[src/hdl/dcache_consts.svh]
`ifndef DCACHE_CONSTS_SVH
`define DCACHE_CONSTS_SVH

// cache geometry
`define DC_WAYS      2
`define DC_SETS      128
`define DC_INDEX_W   7
`define DC_OFFSET_W  4     // byte offset in a 16-byte line
`define DC_TAG_W     21

// data path widths
`define DC_ADDR_W    32
`define DC_BEAT_W    64
`define DC_LINE_W    128
`define DC_STRB_W    8
`define DC_BEATS     2     // bus beats per line

`endif
[src/hdl/mem_bus_pkg.sv]
`include "dcache_consts.svh"

package mem_bus_pkg;

    typedef logic [`DC_ADDR_W-1:0] mem_addr_t;
    typedef logic [`DC_BEAT_W-1:0] beat_t;
    typedef logic [`DC_LINE_W-1:0] line_t;

    // one bit per data bit of a line
    typedef logic [`DC_LINE_W-1:0] line_mask_t;

endpackage

[src/hdl/refill_buffer.sv]
`timescale 1ns/1ns
`include "dcache_consts.svh"

module refill_buffer (
    input  logic                clk,
    input  logic                rst,
    input  logic                clear_i,
    input  logic                rvalid_i,
    input  logic                rlast_i,
    input  mem_bus_pkg::beat_t  rdata_i,
    output mem_bus_pkg::line_t  line_o
);
    localparam int CNT_W = $clog2(`DC_BEATS);

    logic [CNT_W-1:0] beat_cnt;

    always_ff @(posedge clk) begin
        if (rst || clear_i) begin
            beat_cnt <= '0;
        end else if (rvalid_i) begin
            beat_cnt <= beat_cnt + 1'b1;
        end
    end

    // low beat first
    always_ff @(posedge clk) begin
        if (rvalid_i) begin
            line_o[beat_cnt*`DC_BEAT_W +: `DC_BEAT_W] <= rdata_i;
        end
    end

    a_last_beat: assert property (
        @(posedge clk) disable iff (rst)
        rvalid_i && rlast_i |-> beat_cnt == CNT_W'(`DC_BEATS - 1)
    );

endmodule

[config.mk]
export PLATFORM = sky130hd
export DESIGN_NAME = refill_buffer
export DESIGN_NICKNAME = d
export VERILOG_FILES = /design/src/hdl/mem_bus_pkg.sv /design/src/hdl/refill_buffer.sv
export VERILOG_INCLUDE_DIRS = /design/src /design/src/hdl
export SDC_FILE = /design/constraint.sdc
export NUM_CORES = 1
export LEC_CHECK = 0
export BUFFER_PORTS_ARGS = -buffer_cell sky130_fd_sc_hd__clkbuf_2
export CELL_PAD_IN_SITES_DETAIL_PLACEMENT = 1
export CELL_PAD_IN_SITES_GLOBAL_PLACEMENT = 1
export CORE_ASPECT_RATIO = 1.25
export CORE_MARGIN = 4
export CORE_UTILIZATION = 38
export CTS_CLUSTER_DIAMETER = 80
export CTS_CLUSTER_SIZE = 40
export DETAILED_ROUTE_END_ITERATION = 10
export GPL_TIMING_DRIVEN = 0
export PLACE_DENSITY_LB_ADDON = 0.1
export SLEW_MARGIN = 20
export SYNTH_ARGS = -nofsm -noshare
export SYNTH_HDL_FRONTEND = slang
export SYNTH_SLANG_ARGS = --single-unit
export TNS_END_PERCENT = 10
[constraint.sdc]
create_clock -name clk -period 4.7 [get_ports clk]
set_input_delay 0.235 -clock clk [delete_from_list [all_inputs] [get_ports clk]]
set_output_delay 0.235 -clock clk [all_outputs]
set_load 0.05 [all_outputs]
# Yosys cells after proc, flatten, opt, wreduce, memory -nomap -nowiden
# Cells that the tools add are included.
[classes] n_div=0 shift=2 mul=0 n_lt_le_gt_ge=0 reduce_logical=1 n_eq_ne=0 mux=1 bitwise=0 add_sub_neg=2
[op_table] cell="$bwmux W128" n=1
[op_table] cell="$shift A64 B34 Y128 const A" n=1
[op_table] cell="$shiftx A64 B34 Y128" n=1
[op_table] cell="$neg A7 Y34" n=1
[op_table] cell="$add A1 B1 Y1 const B" n=1
[op_table] cell="$logic_or A1 B1 Y1" n=1
[totals] rom_bits=0 regBits=129 memories=0 input_bits=69 wordCells=8 ramBits=0 latchBits=0

# Depth between registers and ports, before layout
# Gate-level depths: netlist (run 1).
[logic_depth] word_depth=3 ltp_mapped=3

# Worst setup path before layout (run 1)
# No wires, ideal clock.
[synth_timing] kind="flip-flop to flip-flop" startpoint="register beat_cnt (netlist name)" endpoint="register line_o[0], enable pin" path_slack_ps=703 arrival_time_ps=3504 period_less_slack_ps=3997 path_stages_with_launch=4 cell_sequence="dfxtp_1 > buf_4 > buf_2 > nor2b_1"
[synth_rtl] element="end signal, assigned by index" line_no="refill_buffer.sv:28" rtl="line_o[beat_cnt*`DC_BEAT_W +: `DC_BEAT_W] <= rdata_i;"
[synth_rtl] element="end, declared" line_no="refill_buffer.sv:11" rtl="output mem_bus_pkg::line_t line_o"

==> metrics.yaml, run 1 <==
clocking:
  cts_buffers: 17
  cts_resized: 0
  htreeDepth: 4
  clk_latency_ns: 0.41
  path_clk_slew_ns: 0.06
  cts_setup_buffers: 0
  cts.sinks: 129
  hold_buffers: 2
  clock-root-buffer: "clkbuf_16"
  cts_tree: "done"
  cts.path.max_buffers: 2
synth:
  synth_area_um2: 4760
  synth_fp_nets: 344
  synth_top_family_by_area: "simple AND/OR/NAND/NOR gates"
  syn_inst: 275
  yosys.area_share.simple: 0.172
  synth_compound_area_frac: 0
  yosys_warnings: 0
  ys_seq_area_frac: 0.812
  synthMuxAreaShare: 0
  ys_ff_latch: 129
  yosysUniqueCellTypes: 9
  postSynthAreaPerCell_um2: 17.3
  synthXorXnorAreaFrac: 0.00184
  synthAdderAreaFrac: 0
worst_setup_path:
  cpMaxStageDelayCell: "and2_4"
  worstReg2RegStart: "beat_cnt"
  crit_required_ns: 4.78
  arrival_ns: 1.98
  regToRegSetupSlack_ns: 2.80
  slowest_delay_ns: 0.44
  end_kind: "flop"
  start_kind: "flop"
  critical_path_class: "reg -> reg"
  reg2reg_depth: 3
  crit_chain: "clkbuf_1, and2_4, buf_16"
  crit_fanout: 47
  rr_endpoint: "line_o[75]"
grt:
  grt_max_degree: 48
  overflow: 0
  antenna_found_initial: 0
  grt.total_usage: 0.171
  grt_pass1_vias: 3256
  grt_pass1_wl_mm: 17.8
cells_and_area:
  synthToLayoutAreaGrowth_pct: 38.1
  nFillCells: 1241
  drive_above_1_share: 0.461
  layout.cells.non_filler: 667
  final_nets: 563
  antenna_cells: 0
sta:
  fin_crit_ns: 1.90
  hold_violations: 0
  rsz0062_at_grt: "false"
  slew_viol_final: 0
  worst_hold_slack_ns: 0.122
  worst_slew_pin_slew_ns: 0.707
  skew_ns: 0.00705
  setup_violations: 0
  finalWorstSetupSlack_ns: 2.80
  finalCritPeriodShare: 0.404
  relSlewSlack: 0.528
  fmax_mhz: 527
placement:
  place_ws_ns: 2.73
  gp_congestion: 0.707
  dp.cells: 637
  dp_hpwl_mm: 8.37
  numPortBuffers: 195
route:
  via_count: 2941
  via_per_inst: 4.41
  drtIter0Drc: 68
  detail_route.first_pass.iterations: 4
  drt_wl_total_mm: 11.7
  antenna_left: 0
  routed_wire_length_per_instance_um: 17.6
  post-route-drc-count: 0
floorplanning:
  die_x_um: 108
  die_y_um: 133
  pin_count: 197
  num_rows: 45
  start_util: 0.389
  dieArea_um2: 14400
  fp.coreArea_um2: 12200
worst_hold_path:
  hold_start: "rdata_i[34]"
  whs_path_depth: 2
  hp-class: "in -> reg"
  hold_path_end: "line_o[98]"
run:
  maxCapViolations: 0
power_and_ir_drop:
  power_density_nw_per_um2: 434
  power_leakage_nw: 2.88
  vdd_drop_max_v: 0.000254
status:
  outcome: "completed"
[final cells by class]
cell class / count / area (um2) / share of cell area
sequential: 129 / 3860 / 0.588
timing repair buffer: 200 / 1070 / 0.163
clock inverter: 11 / 100 / 0.0152
clock buffer: 17 / 425 / 0.0647
tap: 164 / 205 / 0.0312
buffer: 14 / 67.6 / 0.0103
multi-input combinational: 132 / 837 / 0.127
[per-stage QoR]
stage	util	cell area (um2)	total power [mW]	TNS, ns
global placement	0.486	5940	1.67	-74.45
detailed placement	0.493	6020	1.69	0
floorplan	-	4760	1.58	0
CTS	0.538	6570	2.88	0
global route	0.538	6570	2.95	0
finish	0.538	6570	2.85	0
[registers in the layout (all words and copies together) (netlist names)]
name,cells
beat_cnt,1
line_o,128
[Yosys cell counts (all sizes together)]
cell | n | share of area
nor3 | 1 | 0.0011
edfxtp | 128 | 0.81
dfxtp | 1 | 0.0042
nor2b | 65 | 0.085
clkbuf | 4 | 0.0032
xnor2 | 1 | 0.0018
and2 | 65 | 0.085
buf | 10 | 0.011
[cell usage in the layout (no fill, tap or decap)]
| cell | n |
|---|---|
| and2_1 | 64 |
| and2_4 | 1 |
| buf_12 | 1 |
| buf_16 | 2 |
| buf_2 | 9 |
| buf_4 | 1 |
| bufinv_16 | 2 |
| clkbuf_1 | 4 |
| clkbuf_16 | 17 |
| clkbuf_2 | 195 |
| clkinv_1 | 6 |
| clkinv_2 | 2 |
| clkinvlp_4 | 1 |
| dfxtp_1 | 1 |
| dlygate4sd3_1 | 2 |
| edfxtp_1 | 128 |
| nor2b_1 | 64 |
| nor2b_4 | 1 |
| nor3_1 | 1 |
| xnor2_1 | 1 |
[kinds of logic (layout without fill, tap and decap cells)]
group | Yosys count | in the layout
flops | 129 | 129
xor+xnor | 1 | 1
buf+inv | 14 | 242
simple gates | 131 | 131
[worst max-delay path: cells and delay by family, from the launching register on]
family / cells / cell delay (ns)
buffers and inverters: 2 / 0.72
AND/OR/NAND/NOR: 1 / 0.44
flip-flops: 1 / 0.37
[power breakdown]
group	switching (mW)	internal, mW
clock network	0.439	0.753
registers	0.0118	1.32
logic	0.239	0.0840
[worst max-delay path by stage]
stage	startpoint	end	slack [ns]	depth (start not counted)
floorplan	beat_cnt	line_o[0]	0.70	3
global placement	beat_cnt	line_o[21]	-1.17	3
detailed placement	beat_cnt	line_o[47]	2.73	4
CTS	beat_cnt	line_o[23]	2.73	4
global route	beat_cnt	line_o[7]	2.64	4
finish	beat_cnt	line_o[75]	2.80	3
[layer usage]
layer	routed length, um	GRT usage	share of wire	vias up
li1	-	-	-	1399
met1	4430	0.189	0.38	1413
met2	6130	0.295	0.52	115
met3	962	0.0688	0.082	14
met4	186	0.0625	0.016	0
met5	0	0	0	-
Note: power is estimated with default switching activity, not from simulation.
==> run 2: changes to the inputs <==
- ABC_AREA: not set -> 1
- CORE_UTILIZATION: 38 -> 37
- clock period: 4.7 -> 1.9 ns (I/O delays scaled with it)
==> run 2 against run 1 <==
  * Via count grew 29%
  * Critical path depth grew 2
  * Synthesized area grew 4.9%
  * Clock skew grew 0.0057 ns
  * Non-clock buffer count grew 68
  * Worst setup slack lost 2.7 ns
  * Wire length grew 20%
  * Design area grew 15%
  * First-iteration DRC count grew 43%
  * Register-to-register slack lost 2.7 ns
  * Combinational power grew to 2.9 times the previous value
==> metrics.yaml, run 2 <==
grt:
  grt_max_degree: 29
  grt_pass1_vias: 4032
  grt_pass1_wl_mm: 21.5
  antenna_found_initial: 0
  grt.total_usage: 0.185
  overflow: 0
synth:
  yosysUniqueCellTypes: 8
  yosys.area.top_type: "edfxtp_1"
  postSynthAreaPerCell_um2: 12.2
  syn_inst: 408
  synth_commonest_cells: "edfxtp_1 (128), inv_1 (120), nor2_1 (68)"
  synthXorXnorAreaFrac: 0
  ys_ff_latch: 129
  synth_area_um2: 4990
  yosys_most_used_dff: "edfxtp_1"
  synthMuxAreaShare: 0
  yosys_warnings: 0
  synth_top_family_by_area: "buffers and inverters"
  synthTopCellsByArea: "edfxtp_1 (77%), inv_1 (9.0%), nor2_1 (5.1%)"
  yosysMostFrequentCell: "edfxtp_1"
  synthAdderAreaFrac: 0
  synth-edff-count: 128
  ys_seq_area_frac: 0.774
  yosysTopAreaCellShare: 0.770
  synth_compound_area_frac: 0
  synthArstFlopShare: 0
  synth_fp_nets: 477
  yosys.area_share.simple: 0.101
cells_and_area:
  final_area_um2: 7520
  top_regs: "line_o (128), beat_cnt (1)"
  fin_util: 0.569
  final_common_cell: "clkbuf_2"
  nFillCells: 1450
  synthToLayoutAreaGrowth_pct: 50.7
  largest_reg_flops: 128
  mostFrequentLayoutCells: "clkbuf_2 (195), edfxtp_1 (128), inv_1 (119), nor2_1 (67), dlygate4sd3_1 (67)"
  regMostFlops: "line_o"
  antenna_cells: 0
  drive_above_1_share: 0.361
  final_nets: 764
worst_setup_path:
  arrival_ns: 1.93
  start_kind: "flop"
  crit_start: "beat_cnt"
  end_kind: "flop"
  critical_path_class: "reg -> reg"
  crit_fanout: 28
  crit_required_ns: 2.04
  worstReg2RegStart: "beat_cnt"
sta:
  finalCritPeriodShare: 0.942
  rsz0062_at_grt: "false"
  fin_crit_ns: 1.79
  slew_viol_final: 0
  fmax_mhz: 559
  skew_ns: 0.0128
  hold_violations: 0
  relSlewSlack: 0.533
  worst_slew_pin_slew_ns: 0.700
  final.setup.tns_ns: 0
  setup_violations: 0
route:
  routed_wire_length_per_instance_um: 16.0
  via_count: 3785
  via_per_inst: 4.31
  post-route-drc-count: 0
  detail_route.first_pass.iterations: 4
  drt_wl_total_mm: 14.1
  antenna_left: 0
  drtIter0Drc: 97
clocking:
  cts_tree: "done"
  clock-root-buffer: "clkbuf_16"
  cts.sinks: 129
  path_clk_slew_ns: 0.06
  cts.path.max_buffers: 2
  clk_latency_ns: 0.41
  htreeDepth: 4
  cts_buffers: 17
worst_hold_path:
  hold_start: "rvalid_i"
  hp-class: "in -> reg"
power_and_ir_drop:
  seqPwrFrac: 0.450
  power_leakage_nw: 3.98
  switchingPower_mw: 1.85
  power_density_nw_per_um2: 971
  power_frac_clock: 0.420
  internal-power_mw: 5.45
  p_comb_frac: 0.129
  vdd_drop_max_v: 0.000510
  p_sw_frac: 0.253
  finalPower_mw: 7.30
floorplanning:
  die_x_um: 112
  die_y_um: 138
  dieArea_um2: 15400
  num_rows: 47
  start_util: 0.377
  pin_count: 197
  fp.coreArea_um2: 13200
status:
  outcome: "completed"
placement:
  gp_congestion: 0.720
  dp_hpwl_mm: 9.54
  numPortBuffers: 195
  place_area_um2: 6290
run:
  maxCapViolations: 0
-- run 2: cell count changes after synthesis, moves of 65 or more --
cell     before  now
nor2b_1      65    0
and2_1       65    0
nand2_1       0   66
nor2_1        0   68
inv_1         0  120
-- run 2: cell families (layout without fill, tap and decap cells) --
logic type | Yosys count | after routing
buf+inv | 145 | 443
simple gates | 134 | 135
flops | 129 | 129
-- run 2: cell type report --
cell class | instances | area, um2 | share of cell area
buffer | 15 | 138 | 0.0183
clock buffer | 19 | 433 | 0.0575
clock inverter | 12 | 119 | 0.0158
inverter | 130 | 492 | 0.0653
multi-input combinational | 135 | 517 | 0.0687
sequential | 129 | 3860 | 0.513
tap | 171 | 214 | 0.0284
timing repair buffer | 267 | 1750 | 0.232
-- run 2: path summary, 6_finish.rpt --
path,slack [ns],cells after the start,end
setup / recovery,0.11,5,line_o[84]
hold / removal,0.32,3,line_o[37]
setup reg to reg,0.11,5,line_o[84]
hold reg to reg,0.87,3,line_o[52]
-- run 2: worst max-delay path: stages (launching register included) --
cell and delay, ns:
dfxtp_1 0.30, buf_2 0.14, buf_6 0.15, nand2_1 0.12, clkinvlp_4 0.43, buf_12 0.35
-- run 2: through the flow --
step	instances	hold WS, ns	worst slack [ns]
finish	878	0.320	0.111
global placement	774	0.349	-0.796
detailed placement	778	0.355	-0.289
floorplan	408	0.224	-0.132
global route	878	0.329	0.00310
CTS	878	0.301	0.0695
-- run 2: repair_timing --
action                                  in CTS  in global routing
resized for setup                            0                  0
endpoints found under the setup margin      40                  0
hold buffers                                67                  0
endpoints found under the hold margin      106                  0
setup buffers                                1                  0
-- run 2: per-layer routing --
| metal | vias to the layer above | routed length, um | global-route usage | share of wire |
|---|---|---|---|---|
| met5 | - | 0 | 0 | 0 |
| met1 | 1826 | 5210 | 0.199 | 0.37 |
| met3 | 18 | 1000 | 0.0594 | 0.071 |
| met4 | 0 | 241 | 0.0669 | 0.017 |
| met2 | 131 | 7630 | 0.343 | 0.54 |
| li1 | 1810 | - | - | - |
-- run 2: power by group through the flow --
stage | Clock [mW] | Combinational [mW] | Sequential [mW]
6_report | 3.07 | 0.943 | 3.29
5_1_grt | 3.26 | 1.01 | 3.30
4_1_cts | 3.13 | 0.950 | 3.29
3_5_place_dp | 0 | 0.833 | 3.35
3_3_place_gp | 0 | 0.789 | 3.35
2_1_floorplan | 0 | 0.178 | 3.72
