--- config.mk ---
export PLATFORM = sky130hd
export DESIGN_NAME = dcache_ctrl
export DESIGN_NICKNAME = d
export VERILOG_FILES = /design/src/hdl/mem_bus_pkg.sv /design/src/hdl/cache_types_pkg.sv /design/src/hdl/dcache_ctrl.sv
export VERILOG_INCLUDE_DIRS = /design/src /design/src/hdl
export SDC_FILE = /design/constraint.sdc
export NUM_CORES = 1
export LEC_CHECK = 0
export BUFFER_PORTS_ARGS = -buffer_cell sky130_fd_sc_hd__clkbuf_2
export CAP_MARGIN = 20
export CELL_PAD_IN_SITES_DETAIL_PLACEMENT = 0
export CELL_PAD_IN_SITES_GLOBAL_PLACEMENT = 1
export CORE_AREA = 2 2 420 422
export DETAILED_ROUTE_END_ITERATION = 8
export DIE_AREA = 0 0 422 424
export HOLD_SLACK_MARGIN = 0.03
export MAX_ROUTING_LAYER = met4
export PLACE_DENSITY_LB_ADDON = 0.1
export SLEW_MARGIN = 40
export SYNTH_ARGS = -nofsm -noshare
export SYNTH_HDL_FRONTEND = slang
export SYNTH_SLANG_ARGS = --single-unit
--- constraint.sdc ---
create_clock -name clk -period 5.4 [get_ports clk]
set_clock_uncertainty 0.15 [all_clocks]
set_input_delay 0.27 -clock clk [delete_from_list [all_inputs] [get_ports clk]]
set_output_delay 0.27 -clock clk [all_outputs]
set_load 0.03 [all_outputs]
--- src/hdl/dcache_consts.svh ---
`ifndef DCACHE_CONSTS_SVH
`define DCACHE_CONSTS_SVH

// cache geometry
`define DC_WAYS      2
`define DC_SETS      128
`define DC_INDEX_W   7
`define DC_OFFSET_W  4     // byte offset in a 16-byte line
`define DC_TAG_W     21

// data path widths
`define DC_ADDR_W    32
`define DC_BEAT_W    64
`define DC_LINE_W    128
`define DC_STRB_W    8
`define DC_BEATS     2     // bus beats per line

`endif
--- src/hdl/mem_bus_pkg.sv ---
`include "dcache_consts.svh"

package mem_bus_pkg;

    typedef logic [`DC_ADDR_W-1:0] mem_addr_t;
    typedef logic [`DC_BEAT_W-1:0] beat_t;
    typedef logic [`DC_LINE_W-1:0] line_t;

    // one bit per data bit of a line
    typedef logic [`DC_LINE_W-1:0] line_mask_t;

endpackage

--- src/hdl/cache_types_pkg.sv ---
`include "dcache_consts.svh"

package cache_types_pkg;

    // processor operation, encoding matches the op input
    typedef enum logic {
        OP_READ  = 1'b0,
        OP_WRITE = 1'b1
    } cpu_op_e;

    // controller states
    typedef enum logic [2:0] {
        S_IDLE,
        S_LOOKUP,    // hit, completes here
        S_MISS,      // write-back of a dirty victim
        S_REPLACE,   // line read request
        S_RDATA,     // collecting beats
        S_REFILL     // line written into the arrays
    } dc_state_e;

    typedef logic [`DC_TAG_W-1:0]    tag_t;
    typedef logic [`DC_INDEX_W-1:0]  index_t;
    typedef logic [`DC_OFFSET_W-1:0] offset_t;
    typedef logic                    way_t;
    typedef logic [`DC_STRB_W-1:0]   strb_t;

endpackage

--- src/hdl/dcache_ctrl.sv ---
`timescale 1ns/1ns
`include "dcache_consts.svh"

module dcache_ctrl (
    input  logic                       clk,
    input  logic                       rst,
    // processor side
    input  logic                       req_i,
    input  cache_types_pkg::cpu_op_e   op_i,
    input  mem_bus_pkg::mem_addr_t     addr_i,
    input  mem_bus_pkg::beat_t         wdata_i,
    input  cache_types_pkg::strb_t     wstrb_i,
    output logic                       ready_o,
    output logic                       valid_o,
    output mem_bus_pkg::beat_t         rdata_o,
    // bus side
    output logic                       wr_req_o,
    output mem_bus_pkg::mem_addr_t     wr_addr_o,
    output mem_bus_pkg::line_t         wr_line_o,
    input  logic                       wr_ready_i,
    output logic                       rd_req_o,
    output mem_bus_pkg::mem_addr_t     rd_addr_o,
    input  logic                       rd_ready_i,
    input  logic                       rvalid_i,
    input  logic                       rlast_i,
    // tag store
    input  logic                       hit_i,
    input  cache_types_pkg::way_t      hit_way_i,
    input  cache_types_pkg::way_t      victim_way_i,
    input  logic                       victim_dirty_i,
    input  cache_types_pkg::tag_t      victim_tag_i,
    output logic                       lru_wen_o,
    output logic                       tag_wen_o,
    output cache_types_pkg::way_t      tag_way_o,
    output cache_types_pkg::index_t    tag_index_o,
    output cache_types_pkg::tag_t      tag_o,
    output logic                       dirty_o,
    // data store and refill buffer
    input  mem_bus_pkg::line_t         way0_line_i,
    input  mem_bus_pkg::line_t         way1_line_i,
    input  mem_bus_pkg::line_t         refill_line_i,
    output logic                       ds_rd_en_o,
    output cache_types_pkg::index_t    ds_index_o,
    output logic                       ds_wen_o,
    output cache_types_pkg::way_t      ds_way_o,
    output mem_bus_pkg::line_mask_t    ds_wmask_o,
    output mem_bus_pkg::line_t         ds_wline_o,
    output logic                       refill_clear_o
);
    import cache_types_pkg::*;
    import mem_bus_pkg::*;

    dc_state_e state_q, state_d;

    // request buffer
    cpu_op_e   op_r;
    mem_addr_t addr_r;
    beat_t     wdata_r;
    strb_t     wstrb_r;
    way_t      hit_way_r;
    way_t      victim_way_r;
    logic      victim_dirty_r;
    tag_t      victim_tag_r;

    logic                  accept;
    logic                  hit_write;
    logic                  refill;
    tag_t                  tag_r;
    index_t                index_r;
    offset_t               offset_r;
    logic [`DC_BEAT_W-1:0] beat_mask;
    line_mask_t            merge_mask;
    line_t                 wdata_line;
    line_t                 src_line;
    beat_t                 half_beat;

    assign accept = req_i && ready_o;

    assign tag_r    = addr_r[`DC_ADDR_W-1 -: `DC_TAG_W];
    assign index_r  = addr_r[`DC_OFFSET_W +: `DC_INDEX_W];
    assign offset_r = addr_r[`DC_OFFSET_W-1:0];

    always_ff @(posedge clk) begin
        if (accept) begin
            op_r           <= op_i;
            addr_r         <= addr_i;
            wdata_r        <= wdata_i;
            wstrb_r        <= wstrb_i;
            hit_way_r      <= hit_way_i;
            victim_way_r   <= victim_way_i;
            victim_dirty_r <= victim_dirty_i;
            victim_tag_r   <= victim_tag_i;
        end
    end

    always_ff @(posedge clk) begin
        if (rst) begin
            state_q <= S_IDLE;
        end else begin
            state_q <= state_d;
        end
    end

    always_comb begin
        state_d = state_q;
        case (state_q)
            S_IDLE, S_LOOKUP: begin
                if (accept) begin
                    state_d = hit_i ? S_LOOKUP : S_MISS;
                end else begin
                    state_d = S_IDLE;
                end
            end
            S_MISS: begin
                if (!victim_dirty_r || wr_ready_i) state_d = S_REPLACE;
            end
            S_REPLACE: begin
                if (rd_ready_i) state_d = S_RDATA;
            end
            S_RDATA: begin
                if (rvalid_i && rlast_i) state_d = S_REFILL;
            end
            default: state_d = S_IDLE;          // refill done
        endcase
    end

    assign hit_write = (state_q == S_LOOKUP) && (op_r == OP_WRITE);
    assign refill    = (state_q == S_REFILL);

    // no lookup while the hit write holds the port
    assign ready_o = (state_q == S_IDLE) || ((state_q == S_LOOKUP) && (op_r == OP_READ));
    assign valid_o = (state_q == S_LOOKUP) || refill;

    // bus requests
    assign wr_req_o       = (state_q == S_MISS) && victim_dirty_r;
    assign wr_addr_o      = {victim_tag_r, index_r, {`DC_OFFSET_W{1'b0}}};
    assign wr_line_o      = victim_way_r ? way1_line_i : way0_line_i;
    assign rd_req_o       = (state_q == S_REPLACE);
    assign rd_addr_o      = {addr_r[`DC_ADDR_W-1:`DC_OFFSET_W], {`DC_OFFSET_W{1'b0}}};
    assign refill_clear_o = rd_req_o && rd_ready_i;

    // byte strobes widened to a bit mask and moved into line position
    always_comb begin
        for (int b = 0; b < `DC_STRB_W; b++) begin
            beat_mask[b*8 +: 8] = {8{wstrb_r[b]}};
        end
    end

    assign wdata_line = line_t'(wdata_r) << {offset_r, 3'b000};
    assign merge_mask = (op_r == OP_WRITE) ?
                        (line_mask_t'(beat_mask) << {offset_r, 3'b000}) : '0;

    // tag and data writes share way and timing
    assign lru_wen_o   = accept;
    assign tag_wen_o   = hit_write || refill;
    assign tag_way_o   = refill ? victim_way_r : hit_way_r;
    assign tag_index_o = index_r;
    assign tag_o       = tag_r;
    assign dirty_o     = (op_r == OP_WRITE);

    assign ds_rd_en_o = accept;
    assign ds_wen_o   = tag_wen_o;
    assign ds_way_o   = tag_way_o;
    assign ds_index_o = ds_wen_o ? index_r : addr_i[`DC_OFFSET_W +: `DC_INDEX_W];
    assign ds_wmask_o = refill ? '1 : merge_mask;           // full line on refill
    assign ds_wline_o = refill ? ((refill_line_i & ~merge_mask) | (wdata_line & merge_mask))
                               : wdata_line;

    // read alignment
    assign src_line  = refill ? refill_line_i : (hit_way_r ? way1_line_i : way0_line_i);
    assign half_beat = offset_r[`DC_OFFSET_W-1] ? src_line[`DC_LINE_W-1 -: `DC_BEAT_W]
                                                 : src_line[`DC_BEAT_W-1:0];
    assign rdata_o   = half_beat >> {offset_r[2:0], 3'b000};

    a_one_bus_req: assert property (
        @(posedge clk) disable iff (rst) !(wr_req_o && rd_req_o)
    );

    a_no_valid_idle: assert property (
        @(posedge clk) disable iff (rst) state_q == S_IDLE |-> !valid_o
    );

endmodule

After elaboration in Yosys (flattened, before gate mapping)
Index checks and enable logic that the tools add are counted.
{ "word_totals": {"reg_bits": 132, "inputBits": 521, "output_inout_bits": 559, "elab_cells": 54} }
{ "classes": {"eq_ne": 8, "n_shift": 3, "n_mux": 15, "n_bitwise": 5, "reduce_logical": 14} }
{ "op_table": {"columns": ["cell", "n"], "rows": [
  ["$mux 128", 6],
  ["$and 128x128->128", 2],
  ["$shl 64x7->128", 2],
  ["$not 128->128", 1],
  ["$or 128x128->128", 1],
  ["$mux 64", 1],
  ["$shr 64x6->64", 1],
  ["$pmux 3 s4", 1],
  ["$mux 3", 3],
  ["$mux 7", 1],
  ["$eq 3x2->1 const B", 2],
  ["$eq 3x3->1 const B", 2],
  ["$logic_and 1x1->1", 6],
  ["$logic_or 1x1->1", 4],
  ["$mux 2", 2],
  ["$ne 2x2->1 const B", 2],
  ["$eq 3x1->1 const B", 1],
  ["$logic_not 3->1", 1],
  ["$reduce_and 3->1", 1],
  ["$ne 2x1->1 const B", 1],
  ["$reduce_or 2->1", 1],
  ["$logic_not 1->1", 1],
  ["$mux 1", 1],
  ["$not 1->1", 1]
]} }

Longest topological paths before layout
{ "depth": {"ltp_word": 6, "depth_mapped": 10, "depth_no_buf": 5} }

Worst setup path before layout
Ideal clock, no wire load.
{ "synth_timing": {"kind": "flip-flop to output port", "from": "register op_r (netlist: dirty_o)", "to": "output lru_wen_o", "arrival_ns": 5.543, "t_required_ns": 4.980, "setup_slack_ns": -0.563, "path_stages_with_launch": 5, "n_path_buf": 2, "path_cell_list": "edfxtp_1 > buf_2 > a211oi_1 > and2_1 > buf_4"} }
{ "synth_via": {"elab_chain_cells": 4} }
{ "synth_rtl": {"columns": ["item", "line", "rtl"], "rows": [
  ["start: declaration", "dcache_ctrl.sv:56", "cpu_op_e op_r;"],
  ["start signal: assignment", "dcache_ctrl.sv:85", "op_r <= op_i;"],
  ["$not 1->1", "dcache_ctrl.sv:131", "assign ready_o = (state_q == S_IDLE) || ((state_q == S_LOOKUP) && (op_r == OP_READ));"],
  ["$logic_and 1x1->1", "dcache_ctrl.sv:131", null],
  ["$logic_or 1x1->1", "dcache_ctrl.sv:131", null],
  ["net ready_o", "dcache_ctrl.sv:13", "output logic ready_o,"],
  ["$logic_and 1x1->1", "dcache_ctrl.sv:77", "assign accept = req_i && ready_o;"],
  ["end: declaration", "dcache_ctrl.sv:32", "output logic lru_wen_o,"]
]} }
The timed path passes the listed nets, and every way through them passes these cells.

Worst setup path after layout
{ "layout_timing": {"from": "register addr_r[3]", "to": "output rdata_o[1]"} }
{ "layout_via": {"elab_chain_cells": 2} }
{ "layout_rtl": {"columns": ["item", "line", "rtl"], "rows": [
  ["start: declaration", "dcache_ctrl.sv:57", "mem_addr_t addr_r;"],
  ["start signal: assignment", "dcache_ctrl.sv:86", "addr_r <= addr_i;"],
  ["$mux 64", "dcache_ctrl.sv:171", "assign half_beat = offset_r[`DC_OFFSET_W-1] ? src_line[`DC_LINE_W-1 -: `DC_BEAT_W]"],
  ["$shr 64x6->64", "dcache_ctrl.sv:173", "assign rdata_o = half_beat >> {offset_r[2:0], 3'b000};"],
  ["end: declaration", "dcache_ctrl.sv:15", "output mem_bus_pkg::beat_t rdata_o,"]
]} }
Every way passes these cells.

==> results_dict.tcl <==
set metrics [dict create \
    cts_setup_buffers 0 \
    worst-path-max-fanout 108 \
    hold_path.class "input pin to flip-flop" \
    final_cell_mix "clkbuf_2, mux2_2, nand2_1" \
    ys.flop_type "edfxtp_1" \
    insertion_delay_ns 0.52 \
    maxCapViolCount 0 \
    syn-cell-area_um2 16500 \
    yosys.area_share.xor_xnor 0 \
    setup_tns_ns 0 \
    post-route-min-period_ns 4.51 \
    finalHoldViolCount 0 \
    dieArea_um2 179000 \
    synthAdderAreaFrac 0 \
    cellPowerDensity_nw_per_um2 237 \
    fillers 20100 \
    cp_data_arrival_time_ns 4.09 \
    drcViolationCount 0 \
    final_antenna_net_count 0 \
    pin_count 1080 \
    critPathBufInv 3 \
    finalNetCount 3219 \
    die_w_um 422 \
    grt_max_degree 114 \
    drt-initial-drc-count 1319 \
    rsz0062_at_grt "no" \
    synthCells 1722 \
    post-route-period-util 0.835 \
    antenna_found_initial 34 \
    synth_edf_count 129 \
    grt_overflow 0 \
    syn_avg_cell_area_um2 9.57 \
    hpwl_mm 142 \
    p_leak_nw 10.9 \
    yosysSeqAreaShare 0.239 \
    core_um2 175000 \
    synth-simple-area-share 0.0968 \
    drt_wl_total_mm 163 \
    start_kind "flip-flop" \
    timing.slew.headroom 0.357 \
    status "complete, no violations" \
    synth_warnings 0 \
    cts_buffers 17 \
    fmaxAchievable_ghz 0.222 \
    grt_first_pass_wirelength_mm 205 \
    required_ns 4.98 \
    end_kind "output pin" \
    initial_core_util 0.0942 \
    syn2layout_area_growth_pct 54.5 \
    path_clk_slew_ns 0.09 \
    ys_types 59 \
    cts-root-buf "clkbuf_16" \
    first_global_vias 19600 \
    drive_above_1_share 0.590 \
    io_buffers 1071 \
    total_power_w 0.00603 \
    setup_violations 0 \
    vias 19200 \
    async_reset_ff_frac 0 \
    multi_input_area_um2 10500 \
    cpPeakStageDelay_ns 0.71 \
    avgViaCountPerCell 3.78 \
    place_area_um2 23500 \
    fin_util 0.146 \
    wire_per_inst_um 32.0 \
    cp_cell_sequence "buf_12 -> mux2i_1 -> buf_4 -> a21oi_1 -> a22oi_2 -> o22ai_1 -> or3_1 -> clkbuf_2" \
    drtPass1Iterations 5 \
    worst_pin_slew_ns 0.965 \
    slew_viol_final 0 \
    clock_path_buffers 2 \
    cts_tree "built" \
    seqCellArea_um2 3930 \
    synth-compound-area-share 0.180 \
    synth-seq-cells 132 \
    final_common_cell "clkbuf_2" \
    clock-sinks 132 \
    rows 154 \
    path_class "flip-flop to output pin" \
    vdd_ir_drop_max_mv 0.269 \
    cp_top_family "buffers and inverters" \
    synth_mux_area_frac 0.351 \
    die_y_um 424 \
    grt_usage 0.180 \
    fin_area_um2 25500 \
    ctsHtreeMaxLevel 4 \
    place.gp.congestion 0.925 \
    synth_top_family_by_area "multiplexers" \
    slowest_stage "mux2i_1" \
]
==> worst register-to-register path, stage by stage (launching register included) <==
cell	delay, ns
edfxtp_1	0.67
a211oi_1	0.54
and2_4	0.63
buf_4	0.61
==> per-layer routing <==
layer / vias up / global-route usage / part of all wire
met2: 894 / 0.324 / 0.53
met4: 0 / 0.0620 / 0.035
met3: 109 / 0.0290 / 0.044
met1: 9755 / 0.199 / 0.39
met5: - / - / 0
li1: 8398 / - / -
==> power breakdown <==
part	switching (W)	internal, W
registers	0.0000900	0.00123
logic	0.00235	0.00105
clock network	0.000648	0.000664
total	0.00309	0.00294
==> synthesized netlist by cell type, drive strengths merged, types with 8 or more instances <==
library cell	count	area (um2)
mux4	69	1570
clkbuf	56	210
o32ai	17	149
buf	274	1890
a221oi	9	85.1
a211oi	56	420
nand3	12	60.1
nor2b	12	75.1
a22o	19	166
nor2	125	469
a22oi	48	375
o211ai	8	60.1
inv	21	78.8
nor3	15	75.1
o21ai	84	420
o22ai	41	257
edfxtp	129	3870
o31ai	18	135
mux2i	70	701
nand2	142	538
a2bb2oi	25	225
a21oi	57	308
and2	33	206
mux2	313	3530
o22a	10	87.6
==> flip-flops by register name (all words and copies together) (netlist names) <==
register / cells
victim_tag_r: 21
state_q: 3
wstrb_r: 8
addr_r: 32
wdata_r: 64
victim_dirty_r: 1
victim_way_r: 1
hit_way_r: 1
dirty_o: 1
==> cell families (layout without fill, tap and decap cells) <==
kind of cell	count (synthesis)	in the layout
multiplexers	452	452
AO/OA/AOI/OAI	421	421
AND/OR/NAND/NOR	363	363
buffers and inverters	353	1335
flip-flops	132	132
other	1	28
==> path summary, 6_finish.rpt <==
path                                 from                       to  slack, ns  depth (start not counted)
setup reg to reg        dirty_o$_DFFE_PN_     addr_r[30]$_DFFE_PN_       2.39                          3
hold reg to reg   state_q[0]$_SDFFE_PP0P_  state_q[1]$_SDFFE_PP0P_       0.58                          3
setup / recovery      addr_r[3]$_DFFE_PN_               rdata_o[1]       0.89                          8
hold / removal                      req_i     wdata_r[5]$_DFFE_PN_       0.22                          2
==> through the flow <==
stage	hold slack [ns]	setup slack, ns	cells
detailed placement	0.299	1.52	4885
CTS	0.185	0.901	5051
finish	0.215	0.891	5071
floorplan	0.192	1.02	1729
global placement	0.296	1.13	4882
global route	0.209	0.882	5068
==> final cells by class <==
class | count | area share
Antenna cell | 20 | 0.00197
Clock buffer | 17 | 0.0167
Clock inverter | 15 | 0.00693
Inverter | 23 | 0.00344
Multi-Input combinational cell | 1244 | 0.412
Sequential cell | 132 | 0.154
Tap cell | 2340 | 0.115
Timing Repair Buffer | 1280 | 0.290
==> what timing repair did <==
item                      4_1_cts  5_1_grt
hold buffers                  134        0
gates resized for setup         0        0
hold endpoints to repair      132        0
No activity file was read; power rests on OpenSTA's default activity.
